$ cat src/codec_init_table.svh
// register writes sent to the codec after start, in table order
// the core clock is enabled first because the codec ignores other writes
// until its clock is running
// after that come the serial port, converter, mixer and power settings,
// and the clock enables for the blocks come last

localparam int INIT_LEN = 11;

localparam codec_word_pkg::host_write_t INIT_TABLE [INIT_LEN] = '{
   // turn on the core clock
   '{reg_addr: 16'h4000, reg_data: 8'h01},
   // serial port 0 runs as the clock master
   '{reg_addr: 16'h4015, reg_data: 8'h01},
   // serial port 1 keeps default framing
   '{reg_addr: 16'h4016, reg_data: 8'h00},
   // converter 0 keeps the default sample rate
   '{reg_addr: 16'h4017, reg_data: 8'h00},
   // enable both ADC channels
   '{reg_addr: 16'h4019, reg_data: 8'h03},
   // route the left DAC into the left playback mixer
   '{reg_addr: 16'h401c, reg_data: 8'h21},
   // route the right DAC into the right playback mixer
   '{reg_addr: 16'h401e, reg_data: 8'h41},
   // power up the playback path
   '{reg_addr: 16'h4029, reg_data: 8'h03},
   // enable both DAC channels
   '{reg_addr: 16'h402a, reg_data: 8'h03},
   // enable the clocks of all digital blocks
   '{reg_addr: 16'h40f9, reg_data: 8'h7f},
   '{reg_addr: 16'h40fa, reg_data: 8'h03}
};

$ cat src/codec_word_pkg.sv
`default_nettype none

// definitions for the 32-bit control word sent to the codec
// the word goes out MSB first, so the chip byte leads, then the subaddress, then the data
package codec_word_pkg;

   // the codec answers to chip address zero in its serial control mode
   localparam logic [6:0] CHIP_ADDR = 7'h00;

   // the lowest bit of the chip byte selects the direction and zero means write
   localparam logic RW_WRITE = 1'b0;

   // first byte of every word this block sends
   localparam logic [7:0] CHIP_ADDR_WRITE = {CHIP_ADDR, RW_WRITE};

   // field view of one control word, listed from the MSB down
   typedef struct packed {
      logic [7:0]  chip_addr_rw;
      logic [15:0] reg_addr;
      logic [7:0]  reg_data;
   } ctrl_fields_t;

   // the same 32 bits are either filled in by field or shifted out as a plain word
   typedef union packed {
      ctrl_fields_t fields;
      logic [31:0]  raw;
   } ctrl_word_t;

   // a register write as the host gives it
   // the chip byte is added by the sequencer
   typedef struct packed {
      logic [15:0] reg_addr;
      logic [7:0]  reg_data;
   } host_write_t;

endpackage

`default_nettype wire

$ cat src/spi_link_pkg.sv
`default_nettype none

// definitions for the serial control link to the codec
package spi_link_pkg;

   // pins driven by the serial master
   // clatch_n frames a transfer and cdata changes while cclk is low
   typedef struct packed {
      logic cdata;
      logic cclk;
      logic clatch_n;
   } spi_pins_t;

   // width of the master state counter
   localparam int STATE_BITS = 7;

   // a transfer walks two states per bit, low half first and then high half
   // so bit 31 uses states 0 and 1 and bit 0 uses states 62 and 63
   // cclk is high in the odd states

   // state 63 is the high half of the last bit
   // clatch_n goes high when the master leaves it
   localparam logic [STATE_BITS-1:0] LATCH_RISE = 7'd63;

   // one more divided half period with clatch_n high keeps the latch pulse wide enough
   localparam logic [STATE_BITS-1:0] LATCH_WAIT = 7'd64;

   // the master only takes a new word here
   // this state is odd, so the master has to hold cclk low in it explicitly
   localparam logic [STATE_BITS-1:0] IDLE = 7'd65;

endpackage

`default_nettype wire

$ cat src/codec_init_sequencer.sv
`timescale 1ns/1ns
`default_nettype none

// producer of control words for the command FIFO
// after a start pulse it sends every entry of the init table once, in order
// after that it passes host register writes straight through
module codec_init_sequencer (
   input  wire                              clk,
   input  wire                              reset,
   input  wire                              start,

   input  wire                              host_valid,
   input  wire codec_word_pkg::host_write_t host_cmd,
   output logic                             host_ready,

   output logic                             seq_valid,
   output codec_word_pkg::ctrl_word_t       seq_word,
   input  wire                              seq_ready,

   output logic                             init_done
);

   `include "codec_init_table.svh"

   // the table index only has to reach INIT_LEN - 1
   localparam int IDX_BITS = (INIT_LEN > 1) ? $clog2(INIT_LEN) : 1;
   localparam logic [IDX_BITS-1:0] LAST_IDX = IDX_BITS'(INIT_LEN - 1);

   // FSM states
   // idle waits for start, walk sends the table, host forwards host writes
   localparam logic [1:0] ST_IDLE = 2'd0;
   localparam logic [1:0] ST_WALK = 2'd1;
   localparam logic [1:0] ST_HOST = 2'd2;

   logic [1:0]                  state;
   logic [IDX_BITS-1:0]         idx;
   codec_word_pkg::host_write_t entry;
   logic                        accept;

   // the host state is only reached after the last table entry was taken,
   // so it doubles as the done flag and stays until reset
   assign init_done = (state == ST_HOST);

   // host writes pass through in the same cycle
   // before init is done the host is held off
   assign host_ready = init_done && seq_ready;

   // in the walk state a table entry is always on offer
   // in the host state the host decides
   assign seq_valid = (state == ST_WALK) || ((state == ST_HOST) && host_valid);

   assign accept = seq_valid && seq_ready;

   // pick the register write to send
   // idx only moves on an accepted word, so the table entry stays stable
   // for as long as it is offered
   always_comb begin
      if (state == ST_HOST) begin
         entry = host_cmd;
      end else begin
         entry = INIT_TABLE[idx];
      end

      // build the word by field, the chip byte always carries the write bit
      seq_word.fields.chip_addr_rw = codec_word_pkg::CHIP_ADDR_WRITE;
      seq_word.fields.reg_addr     = entry.reg_addr;
      seq_word.fields.reg_data     = entry.reg_data;
   end

   always_ff @(posedge clk) begin
      if (reset) begin
         state <= ST_IDLE;
         idx   <= '0;
      end else begin
         case (state)
            ST_IDLE: begin
               // the first entry goes out on the cycle after start
               if (start) begin
                  state <= ST_WALK;
                  idx   <= '0;
               end
            end
            ST_WALK: begin
               if (accept) begin
                  // after the last entry the host gets the FIFO
                  if (idx == LAST_IDX) begin
                     state <= ST_HOST;
                  end else begin
                     idx <= idx + 1'b1;
                  end
               end
            end
            ST_HOST: begin
               // only reset leaves this state, so a later start does nothing
               state <= ST_HOST;
            end
            default: begin
               state <= ST_IDLE;
            end
         endcase
      end
   end

endmodule

`default_nettype wire

$ cat src/cmd_fifo.sv
`timescale 1ns/1ns
`default_nettype none

// synchronous FIFO of control words between the sequencer and the serial master
// FIFO_DEPTH has to be a power of two and at least two
module cmd_fifo #(
   parameter int FIFO_DEPTH = 8
) (
   input  wire                             clk,
   input  wire                             reset,

   input  wire                             in_valid,
   input  wire codec_word_pkg::ctrl_word_t in_word,
   output logic                            in_ready,

   output logic                            out_valid,
   output codec_word_pkg::ctrl_word_t      out_word,
   input  wire                             out_ready,

   output logic                            empty
);

   localparam int IDX_BITS = $clog2(FIFO_DEPTH);

   codec_word_pkg::ctrl_word_t mem [FIFO_DEPTH];

   // the pointers carry one wrap bit above the index
   // equal pointers mean empty
   // pointers that differ only in the wrap bit mean full
   logic [IDX_BITS:0] wr_ptr;
   logic [IDX_BITS:0] rd_ptr;
   logic              full;
   logic              push;
   logic              pop;

   assign empty = (wr_ptr == rd_ptr);
   assign full  = (wr_ptr[IDX_BITS] != rd_ptr[IDX_BITS]) &&
                  (wr_ptr[IDX_BITS-1:0] == rd_ptr[IDX_BITS-1:0]);

   // a word written on one edge shows up as valid right after that edge
   assign out_valid = !empty;

   // when full, a pop in the same cycle frees the slot that is written
   assign in_ready = !full || out_ready;

   assign push = in_valid && in_ready;
   assign pop  = out_valid && out_ready;

   // the head word is read straight from the storage registers, never bypassed
   assign out_word = mem[rd_ptr[IDX_BITS-1:0]];

   always_ff @(posedge clk) begin
      if (push) begin
         mem[wr_ptr[IDX_BITS-1:0]] <= in_word;
      end
   end

   always_ff @(posedge clk) begin
      if (reset) begin
         wr_ptr <= '0;
         rd_ptr <= '0;
      end else begin
         if (push) begin
            wr_ptr <= wr_ptr + 1'b1;
         end
         if (pop) begin
            rd_ptr <= rd_ptr + 1'b1;
         end
      end
   end

endmodule

`default_nettype wire

$ cat src/spi_ctrl_master.sv
`timescale 1ns/1ns
`default_nettype none

// serial master for the codec control port
// one 32-bit word goes out per transfer, MSB first, framed by clatch_n low
// every state lasts CCLK_DIVIDER system clocks, which is one half period of cclk
module spi_ctrl_master #(
   parameter int CCLK_DIVIDER = 6
) (
   input  wire                             clk,
   input  wire                             reset,

   input  wire codec_word_pkg::ctrl_word_t word,
   input  wire                             valid,
   output logic                            ready,

   output spi_link_pkg::spi_pins_t         spi
);

   // the divider counts 0 to CCLK_DIVIDER - 1 and ticks on the last count
   localparam int DIV_BITS = (CCLK_DIVIDER > 1) ? $clog2(CCLK_DIVIDER) : 1;
   localparam logic [DIV_BITS-1:0] DIV_LAST = DIV_BITS'(CCLK_DIVIDER - 1);

   logic [spi_link_pkg::STATE_BITS-1:0] state;
   logic [DIV_BITS-1:0]                 divider;
   logic                                div_tick;
   logic [31:0]                         shift_reg;
   logic                                clatch_n;
   logic                                cclk;

   assign div_tick = (divider == DIV_LAST);

   // a new word is only taken while idle
   assign ready = (state == spi_link_pkg::IDLE);

   // cclk follows the low state bit
   // IDLE is odd, so it is forced low there, or a short idle could leave
   // a high pulse shorter than one half period
   assign cclk = state[0] && !ready;

   // the MSB of the shift register drives the data pin
   assign spi = '{cdata: shift_reg[31], cclk: cclk, clatch_n: clatch_n};

   always_ff @(posedge clk) begin
      if (reset) begin
         state     <= spi_link_pkg::IDLE;
         divider   <= '0;
         clatch_n  <= 1'b1;
         shift_reg <= '0;
      end else if (ready) begin
         // accepting a word starts state 0 with a fresh divider and opens the frame
         if (valid) begin
            state     <= '0;
            divider   <= '0;
            clatch_n  <= 1'b0;
            shift_reg <= word.raw;
         end
      end else begin
         if (div_tick) begin
            divider <= '0;
         end else begin
            divider <= divider + 1'b1;
         end

         if (div_tick) begin
            // after the latch wait the master goes back to idle
            if (state == spi_link_pkg::LATCH_WAIT) begin
               state <= spi_link_pkg::IDLE;
            end else begin
               state <= state + 1'b1;
            end

            // the codec samples on the rising edge, so the next bit is
            // moved up when cclk is about to fall
            if (cclk) begin
               shift_reg <= {shift_reg[30:0], 1'b0};
            end

            // the frame closes as the last high half ends
            if (state == spi_link_pkg::LATCH_RISE) begin
               clatch_n <= 1'b1;
            end
         end
      end
   end

endmodule

`default_nettype wire

$ cat src/codec_ctrl_top.sv
`timescale 1ns/1ns
`default_nettype none

// control port of the codec configuration block
// the sequencer feeds the command FIFO and the serial master drains it
module codec_ctrl_top #(
   parameter int CCLK_DIVIDER = 6,
   parameter int FIFO_DEPTH   = 8
) (
   input  wire                              clk,
   input  wire                              reset,
   input  wire                              start,

   input  wire                              host_valid,
   input  wire codec_word_pkg::host_write_t host_cmd,
   output logic                             host_ready,

   output logic                             init_done,
   output logic                             busy,

   output spi_link_pkg::spi_pins_t          spi
);

   logic                       seq_valid;
   logic                       seq_ready;
   codec_word_pkg::ctrl_word_t seq_word;
   logic                       out_valid;
   logic                       out_ready;
   codec_word_pkg::ctrl_word_t out_word;
   logic                       fifo_empty;
   logic                       walking;

   codec_init_sequencer u_sequencer (
      .clk        (clk),
      .reset      (reset),
      .start      (start),
      .host_valid (host_valid),
      .host_cmd   (host_cmd),
      .host_ready (host_ready),
      .seq_valid  (seq_valid),
      .seq_word   (seq_word),
      .seq_ready  (seq_ready),
      .init_done  (init_done)
   );

   cmd_fifo #(
      .FIFO_DEPTH (FIFO_DEPTH)
   ) u_fifo (
      .clk       (clk),
      .reset     (reset),
      .in_valid  (seq_valid),
      .in_word   (seq_word),
      .in_ready  (seq_ready),
      .out_valid (out_valid),
      .out_word  (out_word),
      .out_ready (out_ready),
      .empty     (fifo_empty)
   );

   spi_ctrl_master #(
      .CCLK_DIVIDER (CCLK_DIVIDER)
   ) u_master (
      .clk   (clk),
      .reset (reset),
      .word  (out_word),
      .valid (out_valid),
      .ready (out_ready),
      .spi   (spi)
   );

   // before init is done the sequencer only offers words while it walks the table
   assign walking = seq_valid && !init_done;

   // the block is busy while any stage still holds or makes a word
   assign busy = walking || !fifo_empty || !out_ready;

endmodule

`default_nettype wire

$ cat config.mk
export PLATFORM = sky130hd
export DESIGN_NAME = codec_ctrl_top
export DESIGN_NICKNAME = d
export VERILOG_FILES = /design/src/codec_word_pkg.sv /design/src/spi_link_pkg.sv /design/src/codec_init_sequencer.sv /design/src/cmd_fifo.sv /design/src/spi_ctrl_master.sv /design/src/codec_ctrl_top.sv
export VERILOG_INCLUDE_DIRS = /design/src
export SDC_FILE = /design/constraint.sdc
export NUM_CORES = 1
export LEC_CHECK = 0
export BUFFER_PORTS_ARGS = -buffer_cell sky130_fd_sc_hd__clkbuf_2
export CAP_MARGIN = 25
export CORE_UTILIZATION = 50
export DETAILED_ROUTE_END_ITERATION = 16
export GPL_ROUTABILITY_DRIVEN = 0
export PLACE_DENSITY = 0.66
export SLEW_MARGIN = 0
export SYNTH_ARGS = -nofsm -noshare
export SYNTH_HDL_FRONTEND = slang
export SYNTH_SLANG_ARGS = --single-unit
$ cat constraint.sdc
create_clock -name clk -period 4.7 [get_ports clk]
set_input_delay 0.47 -clock clk [delete_from_list [all_inputs] [get_ports clk]]
set_output_delay 0.47 -clock clk [all_outputs]
set_load 0.01 [all_outputs]
; ---- Word-level counts from Yosys, hierarchy flattened
; Memory sizes are Yosys's and may differ from the RTL's. A register that Yosys moved wholly into a read port is not among the register bits.
; Cells that the tools add are included.
[totals]
ff_bits = 57
latchBits = 0
ramBits = 192
rom_bits = 384
inputBits = 28
output_inout_bits = 6
wordCells = 87
mem_count = 2
[memory_table]
columns = name, depth, width, rd, rd_clocked_by_memory_dff, write_ports, line_no
row1 = (name not given), 16, 24, 1, 0, 0, codec_init_sequencer.sv:61  ; entry = INIT_TABLE[idx];
row2 = u_fifo.mem, 8, 24, 1, 1, 1, cmd_fifo.sv:25  ; codec_word_pkg::ctrl_word_t mem [FIFO_DEPTH];
[classes]
add_sub_neg = 5
mul = 0
div = 0
n_lt_le_gt_ge = 1
eq_ne = 15
shifts = 0
n_mux = 30
n_bitwise = 1
reduce_logical = 25
[op_table]
columns = op, n
row1 = $mux 32, 4
row2 = $mux 24, 3
row3 = $mux 7, 4
row4 = $mux 3, 5
row5 = $eq 7x7->1 const B, 2
row6 = $add 4x1->4 const B, 3
row7 = $mux 4, 3
row8 = $reduce_and 3->1, 3
row9 = $ne 2x2->1 const B, 4
row10 = $pmux 4 s2, 1
row11 = $reduce_bool 2->1, 4
row12 = $add 7x1->7 const B, 1
row13 = $eq 7x6->1 const B, 1
row14 = $logic_and 1x1->1, 7
row15 = $mux 1, 6
row16 = $mux 2, 3
row17 = $pmux 2 s3, 1
row18 = $ge 5x5->1 const B, 1
row19 = $not 4->5, 1
row20 = $eq 4x4->1, 1
row21 = $eq 4x4->1 const B, 1
row22 = $logic_not 1->1, 4
row23 = $logic_or 1x1->1, 4
row24 = $reduce_and 4->1, 1
row25 = 9 further kinds, 9

; ---- Depth between registers and ports, before layout
; Gate-level depths: netlist of run 1.
[depth]
word_depth = 7
mapped_depth = 8
depth_no_buf = 6

; ---- Modules after synthesis
; A second synthesis of run 1 with hierarchy kept.
[unflattened]
hier_cells = 841
hier_area_um2 = 13466.7
[modules_own_cells]
columns = mod, n_inst, cells_each, area_each_um2, seq_area_each_um2
row1 = cmd_fifo, 1, 456, 10302.4, 7907.6
row2 = spi_ctrl_master, 1, 254, 2250.9, 860.8
row3 = codec_init_sequencer, 1, 129, 897.1, 120.1
row4 = codec_ctrl_top, 1, 2, 16.3, 0.0

; ---- Worst setup path before layout of run 1
; No wires, ideal clock.
[synth_path]
path_kind = register to register
start = reg u_master.state[0] (netlist name)
end = mem u_fifo.mem[4][0] (netlist name), enable pin
setup_ns = 0.466
arrival_ns = 3.767
required_time_ns = 4.234
slack_ns = 0.466
stages_incl_launch_ff = 6
period_less_slack_ns = 4.234
cell_sequence = dfxtp_1 -> ha_1 -> nor2b_1 -> a21oi_2 -> a21boi_2 -> nor4bb_1
[synth_between]
elab_chain_cells = 5
[synth_rtl]
columns = element, line_no
row1 = "start, declared", spi_ctrl_master.sv:24  ; logic [spi_link_pkg::STATE_BITS-1:0] state;
row2 = "start signal, assigned", spi_ctrl_master.sv:46  ; state <= spi_link_pkg::IDLE;
row3 = "start signal, assigned", spi_ctrl_master.sv:68  ; state <= spi_link_pkg::IDLE;
row4 = "start signal, assigned", spi_ctrl_master.sv:70  ; state <= state + 1'b1;
row5 = $eq 7x7->1, spi_ctrl_master.sv:34  ; assign ready = (state == spi_link_pkg::IDLE);
row6 = $logic_or 1x1->1, cmd_fifo.sv:44  ; assign in_ready = !full || out_ready;
row7 = $logic_and 1x1->1, cmd_fifo.sv:46  ; assign push = in_valid && in_ready;
row8 = $mux 1, cmd_fifo.sv:53  ; if (push) begin
row9 = $mux 1 (implied by the code), cmd_fifo.sv:54  ; mem[wr_ptr[IDX_BITS-1:0]] <= in_word;
row10 = "end, declared", cmd_fifo.sv:25
; No other way between the ends.

; ---- Final worst setup path of run 1
[layout_path]
start = reg u_master.state[0] (netlist name)
end = mem u_fifo.mem[1][18] (netlist name), enable pin
; Same word-level chain as after synthesis.

==> results of run 1 <==
[worst max-delay path, cell delays in order, from the launching register on]
cell and delay (ns):
dfxtp_1 0.47, ha_1 0.24, nor2b_1 0.39, a21oi_2 0.23, a21boi_2 0.38, and3_1 0.67
buf_4 0.39
[kinds of logic (layout without fill, tap and decap cells)]
family                     after synthesis  after routing  share of synthesized area
AOI/OAI and AO/OA                      150            150                     0.1130
xor gates and xnor gates                 9              9                   0.007328
adders and majority gates               16             16                    0.01861
buffers and inverters                   86            132                    0.03502
DFF                                    252            252                     0.6477
muxes                                  103            103                    0.09888
and+or+nand+nor                        163            163                    0.07946
[final timing paths]
kind,slack [ns],cells after the start,endpoint,from
max,1.62,6,u_fifo.mem[1][18]$_DFFE_PP_,u_master.state[0]$_SDFFE_PP1P_
min,0.42,2,u_fifo.mem[1][8]$_DFFE_PP_,host_cmd[8]
max reg2reg,1.62,6,u_fifo.mem[1][18]$_DFFE_PP_,u_master.state[0]$_SDFFE_PP1P_
min reg2reg,0.46,2,u_master.shift_reg[28]$_SDFFE_PP0P_,u_master.shift_reg[27]$_SDFFE_PP0P_
[layout make-up]
class / count / area, um^2
timing repair buffer: 50 / 312.8
fill: 1694 / 9061
multi-input combinational: 441 / 3441
clock buffer: 36 / 749.5
inverter: 34 / 127.6
clock inverter: 12 / 81.33
tap: 275 / 344.1
sequential: 252 / 6970
[placed cells by master (no fill, tap or decap), types with 16 or more instances in the layout]
master and instances:
o21ai_0 18, o221ai_2 20, edfxtp_1 192, clkbuf_2 33
ha_1 16, clkbuf_16 27, dfxtp_1 59, inv_1 34
a22oi_1 46, mux2i_1 95, nand2_1 76, nor2_1 18
a21oi_1 21
[power by group]
| group | internal (uW) | switching, uW | leakage, uW |
|---|---|---|---|
| Combinational | 455 | 933 | 0.00128 |
| Clock | 1160 | 811 | 0.000418 |
| Sequential | 2730 | 111 | 0.00227 |
[layer usage]
| layer | track usage | wire length (um) |
|---|---|---|
| met1 | 0.2932 | 10110 |
| met2 | 0.3414 | 10700 |
| met5 | 0 | 0 |
| met4 | 0.04381 | 227 |
| met3 | 0.02669 | 1094 |
[metrics by stage]
step | power, uW | worst slack [ns]
after floorplan | 3878 | 0.4663
after detailed placement | 4279 | 1.629
after global placement | 4218 | 1.774
after global routing | 6493 | 1.395
final | 6209 | 1.621
after CTS | 6241 | 1.581
==> summary.md, run 1 <==
| Metric | Value |
|---|---|
| Static Leak | `0.003964 uW` |
| Max reg flops | `192` |
| Yosys cell types | `66` |
| CP Capture Type | `register` |
| Syn nets | `823` |
| PostCTS Resize Cnt | `0` |
| Dpl cells | `1049` |
| Vias in the first global route | `6406` |
| I/O pin cnt | `34` |
| Final count of pins violating max slew | `0` |
| Gr ovfl total | `0` |
| Initial antenna violation count | `0` |
| Post-CTS Setup Bufs | `0` |
| GRT Total Usage | `0.2069` |
| Post-synth top area cell | `edfxtp_1` |
| Max Root-Sink Buffers | `3` |
| Finished Layout Cells | `1100` |
| CTS Buf Count | `26` |
| Normalized max-slew margin | `0.3177` |
| Cells after synthesis | `779` |
| Critical path class | `reg2reg` |
| Clk root buf | `clkbuf_16` |
| Post-route setup TNS | `0 ns` |
| VDD IR max | `354.3 uV` |
| Die width | `148.7 um` |
| Post-synth top area share | `0.5361` |
| WL final | `22.13 mm` |
| Most common library cells after synthesis | `edfxtp_1, mux2i_1, nand2_1` |
| First-pass GRT wire length | `35.18 mm` |
| #FFs+latches synth | `252` |
| Post-synth EDFFs | `192` |
| Area Growth Syn to Fin | `11.82%` |
| Placed Area | `11170 um^2` |
| Max Cap Violations | `0` |
| Ratio of cells with drive above 1 in the final layout | `0.1636` |
| Unrepaired setup endpoints after global routing | `no` |
| Worst skew pair latency | `0.52 ns` |
| CTS tree | `built` |
| Synth Warn # | `0` |
| Worst Skew | `0.007212 ns` |
| Least-Margin Pin Slew | `1.019 ns` |
| Most frequent cell after synthesis | `edfxtp_1` |
| Nets@finish | `849` |
| Vias | `6346` |
| Hold Violations, Final | `0` |
| Synth async-reset ratio | `0` |
| Fmax | `324.8 MHz` |
| Syn avg cell area | `13.81 um^2` |
| Syn Std Cell Area | `10760 um^2` |
| Final Setup Violations | `0` |
| Post-synthesis sequential area ratio | `0.6477` |
| Final min period | `3.079 ns` |
| WP data required | `4.90 ns` |
| Power Dens Cells | `516.2 nW/um^2` |
| Critical Path Fanout Max | `13` |
| Routed WL per cell | `20.12 um` |
| # diodes | `0` |
| Worst setup SP type | `register` |
| Clock-pin slew on the worst setup and hold paths | `0.06 ns` |
| Initial Util | `0.5100` |
| Dpl hpwl | `13.35 mm` |
| DRC Markers | `0` |
| Area of the core | `21090 um^2` |
| Hold bufs inserted after CTS | `0` |
| Fin util | `0.5703` |
| Htree depth | `1` |
| Largest cells by area after synthesis | `edfxtp_1, dfxtp_1, mux2i_1` |
| Fin area | `12030 um^2` |
| Status | `completed` |
| Worst hold path class | `in2reg` |
| Hold_ws | `0.4184 ns` |
| Initial DRC count | `405` |
| Row count | `53` |
| Period utilization | `0.6551` |
| Pin count of the biggest net entering global routing | `53` |
| Post-synth top flop | `edfxtp_1` |
| Vias/cell | `5.769` |
| Port Buffers | `33` |
| Clk sinks | `252` |
| WP data arrival | `3.28 ns` |
| Final ANT Viol Nets | `0` |
| Die area | `22100 um^2` |
| Die Ht | `148.7 um` |
| Pre-Repair DR Iteration Count | `5` |
(Power assumes the default switching activity.)
==> run 2: changes to the inputs <==
Clock period 4.7 ns to 2.9 ns, I/O delays scaled along.
==> summary.md, run 2 (synthesis results as in run 1) <==
| Metric | Value |
|---|---|
| Worst setup margin | `0.1820 ns (-1.439 ns)` |
| Status | `completed` |
| Sw Pwr | `3065 uW (+65%)` |
| Area Growth Syn to Fin | `13.79%` |
| Die area | `22100 um^2 (unchanged)` |
| CP Capture Type | `output port` |
| WP data required | `2.61 ns (-2.29 ns)` |
| Worst hold stages | `3 (+1)` |
| GRT Total Usage | `0.2037 (-0.003247)` |
| Critical Path Slowest Stage Cell | `or3_1` |
| Max Cap Violations | `0 (unchanged)` |
| Die Ht | `148.7 um (unchanged)` |
| Initial Util | `0.5100 (unchanged)` |
| Max incr delay on CP | `0.45 ns (-0.22 ns)` |
| Static Leak | `0.004076 uW (+2.8%)` |
| Pre-Repair DR Iteration Count | `5 (unchanged)` |
| WP data arrival | `2.43 ns (-0.85 ns)` |
| DRC Markers | `0 (unchanged)` |
| Final count of pins violating max slew | `0 (unchanged)` |
| CTS tree | `built` |
| Clock-pin slew on the worst setup and hold paths | `0.06 ns (about the same)` |
| First-pass GRT wire length | `34.42 mm (-2.1%)` |
| Worst path cell trace | `ha_1, nor2b_1, buf_4, nand2_2, or3_1, clkbuf_2` |
| Worst slack at placement | `0.3784 ns (-1.251 ns)` |
| WL final | `21.77 mm (-1.6%)` |
| VDD IR max | `560.8 uV (+58%)` |
| Nets@finish | `860 (+1.3%)` |
| Post-route setup TNS | `0 ns (unchanged)` |
| Port Buffers | `33 (unchanged)` |
| Vias in the first global route | `6290 (-1.8%)` |
| Fin util | `0.5803 (+0.01003)` |
| P_int | `7391 uW (+70%)` |
| Hold Violations, Final | `0 (unchanged)` |
| WP buf/inv | `2 (+1)` |
| Final ANT Viol Nets | `0 (unchanged)` |
| Hold bufs inserted after CTS | `0 (unchanged)` |
| Clock share of power | `0.334 (+0.016)` |
| Net Sw Frac | `0.2931 (-0.005636)` |
| Power Dens Cells | `854.4 nW/um^2 (+66%)` |
| CTS Buf Count | `26 (unchanged)` |
| Fmax | `367.9 MHz` |
| Area of the core | `21090 um^2 (unchanged)` |
| Gr ovfl total | `0 (unchanged)` |
| Combinational fraction of design power | `0.226 (+0.002)` |
| Critical Path Fanout Max | `22 (+9)` |
| Commonest non-fill, non-tap cell in the layout | `edfxtp_1` |
| CP top delay family | `simple AND/OR/NAND/NOR gates` |
| Unrepaired setup endpoints after global routing | `no` |
| # diodes | `0 (unchanged)` |
| Worst setup SP type | `register` |
| Final min period | `2.718 ns` |
| Clk sinks | `252 (unchanged)` |
| Post-CTS Setup Bufs | `0 (unchanged)` |
| I/O pin cnt | `34 (unchanged)` |
| Pin count of the biggest net entering global routing | `45 (-15%)` |
| Most frequent cells in the layout | `edfxtp_1, mux2i_1, nand2_1, dfxtp_1, a22oi_1` |
| Row count | `53 (unchanged)` |
| Period utilization | `0.9373` |
| Htree depth | `1 (unchanged)` |
| Clk root buf | `clkbuf_16` |
| Worst Skew | `0.006929 ns (-0.0002831 ns)` |
| Initial antenna violation count | `0 (unchanged)` |
| Die width | `148.7 um (unchanged)` |
| Worst hold path class | `in2reg` |
| Dpl hpwl | `14.03 mm (+5.1%)` |
| Flop pwr share | `0.440 (-0.018)` |
| Initial DRC count | `493 (+22%)` |
| Normalized max-slew margin | `0.3339 (+0.01614)` |
| Final Setup Violations | `0 (unchanged)` |
| Max reg flops | `192 (unchanged)` |
| Vias/cell | `5.679 (-1.6%)` |
| Ratio of cells with drive above 1 in the final layout | `0.1782 (+0.01459)` |
| Least-Margin Pin Slew | `0.9887 ns (-0.02978 ns)` |
| FILL cells | `1655 (-2.3%)` |
| Max Root-Sink Buffers | `3 (unchanged)` |
| Worst path depth | `6 (unchanged)` |
| Critical path class | `reg2out` |
| PostCTS Resize Cnt | `0 (unchanged)` |
| Worst R2R Path Depth | `5 (-1)` |
| Worst skew pair latency | `0.52 ns (about the same)` |
| Vias | `6309 (-0.58%)` |
| Routed WL per cell | `19.60 um (-2.6%)` |
## run 2: layer usage
layer | part of all wire | vias up | GRT usage
li1 | - | 3018 | -
met1 | 0.46 | 3128 | 0.2881
met2 | 0.48 | 146 | 0.3336
met3 | 0.050 | 17 | 0.03129
met4 | 0.010 | 0 | 0.04124
met5 | 0 | - | 0
## run 2: cell type report
class / instances / area, um^2 / area share
Inverter: 34 / 127.6 / 0.01043
Clock buffer: 41 / 849.6 / 0.06942
Clock inverter: 7 / 82.58 / 0.006748
Multi-Input combinational cell: 441 / 3441 / 0.2812
Sequential cell: 252 / 6970 / 0.5696
Timing Repair Buffer: 61 / 422.9 / 0.03456
Tap cell: 275 / 344.1 / 0.02812
## run 2: power by group through the flow
stage | combinational, uW | clock, uW | sequential, uW
2_1_floorplan | 1690 | 0 | 4610
3_3_place_gp | 2290 | 0 | 4660
3_5_place_dp | 2360 | 0 | 4680
4_1_cts | 2370 | 3550 | 4610
5_1_grt | 2600 | 3690 | 4640
6_report | 2360 | 3490 | 4600
## run 2: path summary, 6_finish.rpt
kind | slack (ns) | start | end
worst max register to register | 0.37 | u_master.state[2]$_SDFFE_PP0P_ | u_fifo.mem[5][0]$_DFFE_PP_
worst max-delay path | 0.18 | u_master.state[0]$_SDFFE_PP1P_ | busy
worst min register to register | 0.45 | u_master.shift_reg[30]$_SDFFE_PP0P_ | u_master.shift_reg[31]$_SDFFE_PP0P_
worst min-delay path | 0.15 | host_cmd[9] | u_fifo.mem[0][9]$_DFFE_PP_
## run 2: per-stage QoR
stage	hold slack (ns)	instance area, um^2	total power, uW	cells
finish	0.1537	12240	10460	1111
global route	0.1591	12240	10930	1111
CTS	0.1452	12230	10530	1110
global placement	0.4357	11290	6946	1061
detailed placement	0.4500	11300	7037	1062
floorplan	0.4319	10770	6298	779
## run 2: worst min-delay path, stage by stage
cell and delay (ns):
clkbuf_2 0.08, nand2_1 0.04, o21ai_0 0.13
